## config.mk

```make
export PLATFORM = sky130hd
export DESIGN_NAME = ex_stage_top
export DESIGN_NICKNAME = d
export VERILOG_FILES = /design/src/source/ex_dp_pkg.sv /design/src/source/ex_ft_pkg.sv /design/src/source/alu_result_if.sv /design/src/source/ex_alu_lane.sv /design/src/source/ex_tmr_voter.sv /design/src/source/ex_wb_reg.sv /design/src/source/ex_wb_ports.sv /design/src/source/ex_stage_top.sv
export VERILOG_INCLUDE_DIRS = /design/src /design/src/source
export SDC_FILE = /design/constraint.sdc
export NUM_CORES = 2
export LEC_CHECK = 0
export ABC_AREA = 1
export ABC_CLOCK_PERIOD_IN_PS = 3500
export BUFFER_PORTS_ARGS = -buffer_cell sky130_fd_sc_hd__buf_4
export CAP_MARGIN = 10
export CELL_PAD_IN_SITES_DETAIL_PLACEMENT = 1
export CELL_PAD_IN_SITES_GLOBAL_PLACEMENT = 2
export CORE_MARGIN = 2
export CORE_UTILIZATION = 27
export DETAILED_ROUTE_END_ITERATION = 10
export GPL_TIMING_DRIVEN = 0
export PLACE_DENSITY = 0.81
export SYNTH_ARGS = -nofsm -noshare
export SYNTH_HDL_FRONTEND = slang
export SYNTH_SLANG_ARGS = --single-unit
export TNS_END_PERCENT = 5
```

## constraint.sdc

```tcl
create_clock -name clk -period 3.5 [get_ports clk]
set_clock_uncertainty 0.2 [all_clocks]
set_input_delay 0.175 -clock clk [delete_from_list [all_inputs] [get_ports clk]]
set_output_delay 0.175 -clock clk [all_outputs]
set_load 0.01 [all_outputs]
```

## src/source/ex_cfg.svh

```systemverilog
`ifndef EX_CFG_SVH
`define EX_CFG_SVH

// operand and result width
`define EX_DATA_W 32
// register file address width
`define EX_REGADDR_W 6
// redundant alu lanes
`define EX_NUM_LANES 3
// mismatches before a lane is retired for good
`define EX_FAULT_THRESH 4
`define EX_FAULT_CNT_W 3

`endif

```

## src/source/ex_dp_pkg.sv

```systemverilog
`default_nettype none

package ex_dp_pkg;

  `include "ex_cfg.svh"

  // one alu operand or result word
  typedef logic [`EX_DATA_W-1:0] data_t;
  // register file destination
  typedef logic [`EX_REGADDR_W-1:0] regaddr_t;

  // alu operations kept in this stage
  typedef enum logic [3:0] {
    ALU_ADD  = 4'd0,
    ALU_SUB  = 4'd1,
    ALU_AND  = 4'd2,
    ALU_OR   = 4'd3,
    ALU_XOR  = 4'd4,
    ALU_SLL  = 4'd5,
    ALU_SRL  = 4'd6,
    ALU_SLTU = 4'd7,
    ALU_EQ   = 4'd8
  } alu_op_e;

endpackage

`default_nettype wire

```

## src/source/ex_ft_pkg.sv

```systemverilog
`default_nettype none

package ex_ft_pkg;

  `include "ex_cfg.svh"

  // one bit per redundant lane
  typedef logic [`EX_NUM_LANES-1:0] lane_mask_t;
  // per-lane mismatch count
  typedef logic [`EX_FAULT_CNT_W-1:0] fault_cnt_t;

  // voting scheme, picked by the number of retired lanes
  typedef enum logic [1:0] {VOTE_THREE = 2'd0, VOTE_TWO = 2'd1, VOTE_BYPASS = 2'd2} vote_mode_e;

endpackage

`default_nettype wire

```

## src/source/alu_result_if.sv

```systemverilog
`timescale 1ns/1ps
`default_nettype none

// voted alu outcome plus fault status
interface alu_result_if import ex_dp_pkg::*; import ex_ft_pkg::*; ();

  data_t      result;
  logic       cmp_result;
  logic       err_detected;
  logic       err_corrected;
  lane_mask_t faulty_lanes;

  // voter side
  modport producer (output result, cmp_result, err_detected, err_corrected, faulty_lanes);

  // write port side, only the data path
  modport consumer (input result, cmp_result);

endinterface

`default_nettype wire

```

## src/source/ex_alu_lane.sv

```systemverilog
`timescale 1ns/1ps
`default_nettype none

module ex_alu_lane import ex_dp_pkg::*; (
  input  alu_op_e operator_i,
  input  data_t   operand_a_i,
  input  data_t   operand_b_i,
  output data_t   result_o,
  output logic    cmp_o
);

  always_comb begin
    result_o = '0;
    cmp_o    = 1'b0;
    case (operator_i)
      ALU_ADD: result_o = operand_a_i + operand_b_i;
      ALU_SUB: result_o = operand_a_i - operand_b_i;
      ALU_AND: result_o = operand_a_i & operand_b_i;
      ALU_OR:  result_o = operand_a_i | operand_b_i;
      ALU_XOR: result_o = operand_a_i ^ operand_b_i;
      // shift amount is the low five bits of b
      ALU_SLL: result_o = operand_a_i << operand_b_i[4:0];
      ALU_SRL: result_o = operand_a_i >> operand_b_i[4:0];
      // compares also show up zero-extended on the result
      ALU_SLTU: begin
        cmp_o    = operand_a_i < operand_b_i;
        result_o = data_t'(cmp_o);
      end
      ALU_EQ: begin
        cmp_o    = operand_a_i == operand_b_i;
        result_o = data_t'(cmp_o);
      end
      // unused encodings give zero
      default: result_o = '0;
    endcase
  end

endmodule

`default_nettype wire

```

## src/source/ex_tmr_voter.sv

```systemverilog
`timescale 1ns/1ps
`default_nettype none

`include "ex_cfg.svh"

module ex_tmr_voter import ex_dp_pkg::*; import ex_ft_pkg::*; (
  input  logic                           clk,
  input  logic                           rst_n,
  input  logic                           alu_en_i,
  input  data_t [`EX_NUM_LANES-1:0]      lane_result_i,
  input  lane_mask_t                     lane_cmp_i,
  alu_result_if.producer                 res
);

  localparam int NF_W  = $clog2(`EX_NUM_LANES + 1);
  localparam int SEL_W = $clog2(`EX_NUM_LANES);

  fault_cnt_t       cnt_q [`EX_NUM_LANES];
  lane_mask_t       faulty;
  lane_mask_t       odd_lane;
  logic [NF_W-1:0]  n_faulty;
  logic [SEL_W-1:0] sel;
  logic             det;
  logic             corr;
  logic             eq01;
  logic             eq02;
  logic             eq12;
  vote_mode_e       mode;

  //////////////////////////////
  // lane agreement and mode
  //////////////////////////////

  // a pair agrees only if result and compare bit both match
  assign eq01 = (lane_result_i[0] == lane_result_i[1]) && (lane_cmp_i[0] == lane_cmp_i[1]);
  assign eq02 = (lane_result_i[0] == lane_result_i[2]) && (lane_cmp_i[0] == lane_cmp_i[2]);
  assign eq12 = (lane_result_i[1] == lane_result_i[2]) && (lane_cmp_i[1] == lane_cmp_i[2]);

  always_comb begin
    n_faulty = '0;
    for (int i = 0; i < `EX_NUM_LANES; i++) begin
      // counter pinned at threshold marks the lane dead
      faulty[i] = cnt_q[i] == fault_cnt_t'(`EX_FAULT_THRESH);
      if (faulty[i]) n_faulty = n_faulty + NF_W'(1);
    end
    if (n_faulty == '0) mode = VOTE_THREE;
    else if (n_faulty == NF_W'(1)) mode = VOTE_TWO;
    else mode = VOTE_BYPASS;
  end

  //////////////////////////////
  // vote
  //////////////////////////////

  always_comb begin
    sel      = '0;
    det      = 1'b0;
    corr     = 1'b0;
    odd_lane = '0;
    case (mode)
      VOTE_THREE: begin
        if (eq01 && eq02) begin
          sel = '0;
        end else if (eq01) begin
          // lane 2 outvoted
          det = 1'b1;
          corr = 1'b1;
          odd_lane = 3'b100;
        end else if (eq02) begin
          det = 1'b1;
          corr = 1'b1;
          odd_lane = 3'b010;
        end else if (eq12) begin
          sel = SEL_W'(1);
          det = 1'b1;
          corr = 1'b1;
          odd_lane = 3'b001;
        end else begin
          // no majority, fall back on lane 0
          det = 1'b1;
        end
      end
      VOTE_TWO: begin
        // compare the two survivors, lower index wins on a mismatch
        case (faulty)
          3'b001: begin
            sel = SEL_W'(1);
            det = !eq12;
          end
          3'b010:  det = !eq02;
          default: det = !eq01;
        endcase
      end
      default: begin
        // first healthy lane, lane 0 if none is left
        for (int i = `EX_NUM_LANES - 1; i >= 0; i--) begin
          if (!faulty[i]) sel = SEL_W'(i);
        end
      end
    endcase
  end

  assign res.result        = lane_result_i[sel];
  assign res.cmp_result    = lane_cmp_i[sel];
  assign res.err_detected  = alu_en_i & det;
  assign res.err_corrected = alu_en_i & corr;
  assign res.faulty_lanes  = faulty;

  //////////////////////////////
  // mismatch counters
  //////////////////////////////

  always_ff @(posedge clk or negedge rst_n) begin
    if (!rst_n) begin
      for (int i = 0; i < `EX_NUM_LANES; i++) cnt_q[i] <= '0;
    end else begin
      for (int i = 0; i < `EX_NUM_LANES; i++) begin
        // only a lone outvoted lane counts, stop at threshold
        if (alu_en_i && mode == VOTE_THREE && odd_lane[i] && !faulty[i]) begin
          cnt_q[i] <= cnt_q[i] + fault_cnt_t'(1);
        end
      end
    end
  end

endmodule

`default_nettype wire

```

## src/source/ex_wb_reg.sv

```systemverilog
`timescale 1ns/1ps
`default_nettype none

module ex_wb_reg import ex_dp_pkg::*; (
  input  logic     clk,
  input  logic     rst_n,
  input  logic     alu_en_i,
  input  logic     csr_access_i,
  input  logic     lsu_en_i,
  input  logic     branch_in_ex_i,
  input  logic     lsu_ready_ex_i,
  input  logic     wb_ready_i,
  input  logic     regfile_we_i,
  input  regaddr_t regfile_waddr_i,
  input  logic     lsu_err_i,
  output logic     wb_we_o,
  output regaddr_t wb_waddr_o,
  output logic     ex_ready_o,
  output logic     ex_valid_o
);

  logic     we_q;
  regaddr_t waddr_q;
  logic     load_ok;

  // branches retire here, so ready ignores the back end for them
  assign ex_ready_o = (lsu_ready_ex_i & wb_ready_i) | branch_in_ex_i;
  assign ex_valid_o = (alu_en_i | csr_access_i | lsu_en_i) & lsu_ready_ex_i & wb_ready_i;

  // a faulting access never reaches the register file
  assign load_ok = regfile_we_i & ~lsu_err_i;

  always_ff @(posedge clk or negedge rst_n) begin
    if (!rst_n) begin
      we_q <= 1'b0;
    end else if (ex_valid_o) begin
      we_q <= load_ok;
    end else if (wb_ready_i) begin
      // wb idle and nothing new, drop the entry
      we_q <= 1'b0;
    end
  end

  // destination only matters while we_q is set
  always_ff @(posedge clk) begin
    if (ex_valid_o && load_ok) waddr_q <= regfile_waddr_i;
  end

  assign wb_we_o    = we_q;
  assign wb_waddr_o = waddr_q;

endmodule

`default_nettype wire

```

## src/source/ex_wb_ports.sv

```systemverilog
`timescale 1ns/1ps
`default_nettype none

module ex_wb_ports import ex_dp_pkg::*; (
  alu_result_if.consumer res,
  input  logic           regfile_alu_we_i,
  input  regaddr_t       regfile_alu_waddr_i,
  input  logic           csr_access_i,
  input  data_t          csr_rdata_i,
  input  logic           wb_we_i,
  input  regaddr_t       wb_waddr_i,
  input  data_t          lsu_rdata_i,
  output logic           regfile_alu_we_fw_o,
  output regaddr_t       regfile_alu_waddr_fw_o,
  output data_t          regfile_alu_wdata_fw_o,
  output logic           regfile_we_wb_o,
  output regaddr_t       regfile_waddr_wb_o,
  output data_t          regfile_wdata_wb_o,
  output logic           branch_decision_o
);

  // alu/csr forwarding port, csr read data takes priority
  assign regfile_alu_we_fw_o    = regfile_alu_we_i;
  assign regfile_alu_waddr_fw_o = regfile_alu_waddr_i;
  assign regfile_alu_wdata_fw_o = csr_access_i ? csr_rdata_i : res.result;

  // load/store port, buffered destination with memory data
  assign regfile_we_wb_o    = wb_we_i;
  assign regfile_waddr_wb_o = wb_waddr_i;
  assign regfile_wdata_wb_o = lsu_rdata_i;

  // branch taken straight from the voted compare
  assign branch_decision_o = res.cmp_result;

endmodule

`default_nettype wire

```

## src/source/ex_stage_top.sv

```systemverilog
`timescale 1ns/1ps
`default_nettype none

module ex_stage_top import ex_dp_pkg::*; import ex_ft_pkg::*; (
  input  logic                               clk,
  input  logic                               rst_n,
  input  alu_op_e [$bits(lane_mask_t)-1:0]   alu_operator_i,
  input  data_t   [$bits(lane_mask_t)-1:0]   alu_operand_a_i,
  input  data_t   [$bits(lane_mask_t)-1:0]   alu_operand_b_i,
  input  logic                               alu_en_i,
  input  logic                               csr_access_i,
  input  data_t                              csr_rdata_i,
  input  logic                               lsu_en_i,
  input  data_t                              lsu_rdata_i,
  input  logic                               lsu_ready_ex_i,
  input  logic                               lsu_err_i,
  input  logic                               branch_in_ex_i,
  input  logic                               wb_ready_i,
  input  logic                               regfile_alu_we_i,
  input  regaddr_t                           regfile_alu_waddr_i,
  input  logic                               regfile_we_i,
  input  regaddr_t                           regfile_waddr_i,
  output logic                               regfile_alu_we_fw_o,
  output regaddr_t                           regfile_alu_waddr_fw_o,
  output data_t                              regfile_alu_wdata_fw_o,
  output logic                               regfile_we_wb_o,
  output regaddr_t                           regfile_waddr_wb_o,
  output data_t                              regfile_wdata_wb_o,
  output logic                               branch_decision_o,
  output logic                               ex_ready_o,
  output logic                               ex_valid_o,
  output logic                               err_detected_o,
  output logic                               err_corrected_o,
  output lane_mask_t                         permanent_faulty_o
);

  localparam int NUM_LANES = $bits(lane_mask_t);

  data_t [NUM_LANES-1:0] lane_result;
  lane_mask_t            lane_cmp;
  logic                  wb_we;
  regaddr_t              wb_waddr;

  alu_result_if res_if ();

  //////////////////////////////
  // redundant lanes
  //////////////////////////////

  // each lane sees its own decoded copy
  for (genvar i = 0; i < NUM_LANES; i++) begin : g_lane
    ex_alu_lane u_lane (
      .operator_i  (alu_operator_i[i]),
      .operand_a_i (alu_operand_a_i[i]),
      .operand_b_i (alu_operand_b_i[i]),
      .result_o    (lane_result[i]),
      .cmp_o       (lane_cmp[i])
    );
  end

  ex_tmr_voter u_voter (
    .clk           (clk),
    .rst_n         (rst_n),
    .alu_en_i      (alu_en_i),
    .lane_result_i (lane_result),
    .lane_cmp_i    (lane_cmp),
    .res           (res_if.producer)
  );

  //////////////////////////////
  // pipeline and write ports
  //////////////////////////////

  ex_wb_reg u_wb_reg (
    .clk             (clk),
    .rst_n           (rst_n),
    .alu_en_i        (alu_en_i),
    .csr_access_i    (csr_access_i),
    .lsu_en_i        (lsu_en_i),
    .branch_in_ex_i  (branch_in_ex_i),
    .lsu_ready_ex_i  (lsu_ready_ex_i),
    .wb_ready_i      (wb_ready_i),
    .regfile_we_i    (regfile_we_i),
    .regfile_waddr_i (regfile_waddr_i),
    .lsu_err_i       (lsu_err_i),
    .wb_we_o         (wb_we),
    .wb_waddr_o      (wb_waddr),
    .ex_ready_o      (ex_ready_o),
    .ex_valid_o      (ex_valid_o)
  );

  ex_wb_ports u_wb_ports (
    .res                    (res_if.consumer),
    .regfile_alu_we_i       (regfile_alu_we_i),
    .regfile_alu_waddr_i    (regfile_alu_waddr_i),
    .csr_access_i           (csr_access_i),
    .csr_rdata_i            (csr_rdata_i),
    .wb_we_i                (wb_we),
    .wb_waddr_i             (wb_waddr),
    .lsu_rdata_i            (lsu_rdata_i),
    .regfile_alu_we_fw_o    (regfile_alu_we_fw_o),
    .regfile_alu_waddr_fw_o (regfile_alu_waddr_fw_o),
    .regfile_alu_wdata_fw_o (regfile_alu_wdata_fw_o),
    .regfile_we_wb_o        (regfile_we_wb_o),
    .regfile_waddr_wb_o     (regfile_waddr_wb_o),
    .regfile_wdata_wb_o     (regfile_wdata_wb_o),
    .branch_decision_o      (branch_decision_o)
  );

  // fault status straight off the voter
  assign err_detected_o     = res_if.err_detected;
  assign err_corrected_o    = res_if.err_corrected;
  assign permanent_faulty_o = res_if.faulty_lanes;

endmodule

`default_nettype wire

```

==> flow_summary.ini <==
[grt]
grt.total_usage_pct = 40.86
antenna_found_initial = 2
grt_pass1_wl_um = 363300
grt_pass1_vias = 48910
grt_overflow_total = 0
grt_max_degree = 13

[floorplan]
io_pins = 377
rows = 127
start_util_pct = 27.18
die_w_um = 351.3
die-area_um2 = 123400
die_h_um = 351.3
core_um2 = 119800

[detailed_routing]
wire_per_inst_um = 30.16
drcViolationCount = 0
vias_per_cell = 5.782
drt_wl_total_um = 263700
drtAntennaViolNets = 0
drt-pass1-iter-count = 8
drt_iter0_drc = 5445
vias = 50560

[critical_path]
critical_path_class = in -> out
cp.required_ns = 3.12
slowest_delay_ns = 0.41
cpMaxStageDelayCell = o21ai_2
worst-path-max-fanout = 10
cp_num_buf_inv = 7
cp_top_family = simple AND/OR/NAND/NOR gates
crit_path_end_kind = primary output
crit_top_cell = nand2_1
arrival_ns = 4.49
startpoint_type = input pin

[synth]
ys_ff_latch = 16
syn_inst = 6671
yosysSeqAreaShare_pct = 1.322
synth_compound_area_share_pct = 11.47
yosys.area_share.adder_pct = 12.11
yosysUniqueCellTypes = 49
yosys.area_share.simple_pct = 58.10
synthMuxAreaShare_pct = 0.06147
async_reset_ff_share_pct = 62.50
synth_warnings = 0
synth_top_family_by_area = simple AND/OR/NAND/NOR gates
synth_nets = 7273
syn_area_um2 = 32570
synth-edff-count = 6
synth_area_per_cell_um2 = 4.882
synth-xor-area-share_pct = 0.9950
yosys_most_used_dff = dfrtp_1

[timing]
min_period_ns = 4.861
drv_slew = 0
setup_viol = 44
worst_slew_pin_slew_ns = 1.309
slew_headroom_pct = 12.70
fmax_mhz = 205.7
fin_crit_sh_pct = 138.9
setup_slack_ns = -1.361
holdWs_ns = 0.1015
hold_violations = 0
rsz0062_at_grt = true

[cts]
cts_max_level = 1
cts_buffers = 3
cts_tree = done
root_buffer = clkbuf_16
clock-sinks = 16
cts_max_path_buffers = 2
path_clk_slew_ns = 0.05
clk_latency_ns = 0.25

[placement]
gp_congestion = 1.071
dp_slack_ns = -3.204
placed_area_um2 = 37480
hpwl_um = 221000
port_buffers = 336

[cells_and_area]
mostFrequentLayoutCells = 1734 x nand2_1, 1290 x nand3_1, 835 x inv_1
post-route-util_pct = 36.32
final_common_cell = nand2_1
multi_input_area_um2 = 31310
fillers = 16550
finish.instance_area_um2 = 43510
layout.nets = 7734
layout-drive-gt1-share_pct = 22.31
seq_area_um2 = 430.4
syn2layout_area_growth_pct = 33.59

[power_and_ir_drop]
ir_worst_vdd_v = 0.0001881
power_mw = 8.030
p_leak_nw = 22.84
power_density_nw_per_um2 = 184.5

[outcome]
status = finished with violations
violations = negative setup slack

[job]
maxCapViolCount = 0

[hold_path]
hp-class = in -> async
sequential cells by signal, summed over array words and instances, names as in the netlist:
name	count
u_voter.cnt_q	9
u_wb_reg.wb_waddr_o	6
u_wb_reg.wb_we_o	1
cells by family after synthesis:
family,after synthesis
simple gates,4372
buf+inv,1248
compound gates,685
fa+ha+maj,311
xor+xnor,37
flops,16
mux,2
per-stage QoR:
stage / TNS (ns) / std cells
2_1_floorplan: -2.508 / 6671
3_3_place_gp: -143.50 / 8619
3_5_place_dp: -119.75 / 8621
4_1_cts: -42.50 / 8714
5_1_grt: -51.98 / 8744
6_report: -48.11 / 8744
timing repair:
item / 4_1_cts / 5_1_grt
hold buffers: 9 / 0
buffers inserted: 83 / 28
pin swaps: 149 / 117
resized for setup: 956 / 316
hold endpoints to repair: 17 / 0
endpoints found under the setup margin: 44 / 44
gates cloned: 3 / 2
cell usage after synthesis, types with 9 or more instances:
master	count	area share [%]
clkbuf_1	79	0.91
ha_1	304	12
o21bai_1	21	0.48
o211ai_1	37	0.85
nand3b_1	14	0.32
nor2_1	694	8.0
nor3_1	61	0.94
buf_6	11	0.38
buf_2	170	2.6
o221ai_1	10	0.27
nand4_1	96	1.8
nor2_2	14	0.27
o21ai_1	12	0.18
inv_2	23	0.27
a21oi_1	324	5.0
buf_4	54	1.2
xor2_1	22	0.59
nand2_1	1917	22
inv_1	886	10
o22ai_1	43	0.83
nand3_1	1497	23
o21ai_0	208	3.2
o21a_1	11	0.25
buf_1	20	0.23
and2_1	36	0.69
xnor2_1	15	0.40
nor4_1	10	0.19
a31oi_1	9	0.17
dfrtp_1	10	0.77
cell type report:
class / instances / area share (%)
diodes: 1 / 0.005751
clock buffers: 4 / 0.2042
plain buffers: 330 / 5.412
inverters: 911 / 8.066
repair buffers: 463 / 8.727
well taps: 1612 / 4.635
multi-input cells: 5407 / 71.96
flip-flops and latches: 16 / 0.9892
power by group:
group | switching [mW] | leakage [nW] | internal (mW)
Combinational | 5.30 | 22.6 | 2.28
Sequential | 0.00135 | 0.162 | 0.198
Clock | 0.0773 | 0.0442 | 0.174
path summary, 6_finish.rpt:
| kind | start | endpoint | slack (ns) | depth (start not counted) |
|---|---|---|---|---|
| max in group asynchronous | rst_n | u_voter.cnt_q[5] | 2.85 | 2 |
| worst min-delay path | rst_n | u_voter.cnt_q[1] | 0.10 | 2 |
| worst max-delay path | alu_operand_a_i[12] | branch_decision_o | -1.36 | 27 |
| worst max register to register | u_voter.cnt_q[6] | u_voter.cnt_q[4] | 0.49 | 11 |
| worst min register to register | u_voter.cnt_q[5] | u_voter.cnt_q[5] | 0.28 | 1 |
| min in group clk | alu_en_i | u_voter.cnt_q[8] | 0.21 | 5 |
per-layer routing:
layer / part of all wire [%] / track usage, % / wire, um / vias up
met5: 0.0045 / 0 / 12 / -
met4: 5.3 / 16.34 / 13910 / 2
met3: 9.3 / 6.948 / 24610 / 448
met2: 42 / 63.39 / 111700 / 2537
met1: 43 / 55.74 / 113500 / 25010
li1: - / - / - / 22560
Note: power is estimated with default switching activity, not from simulation.
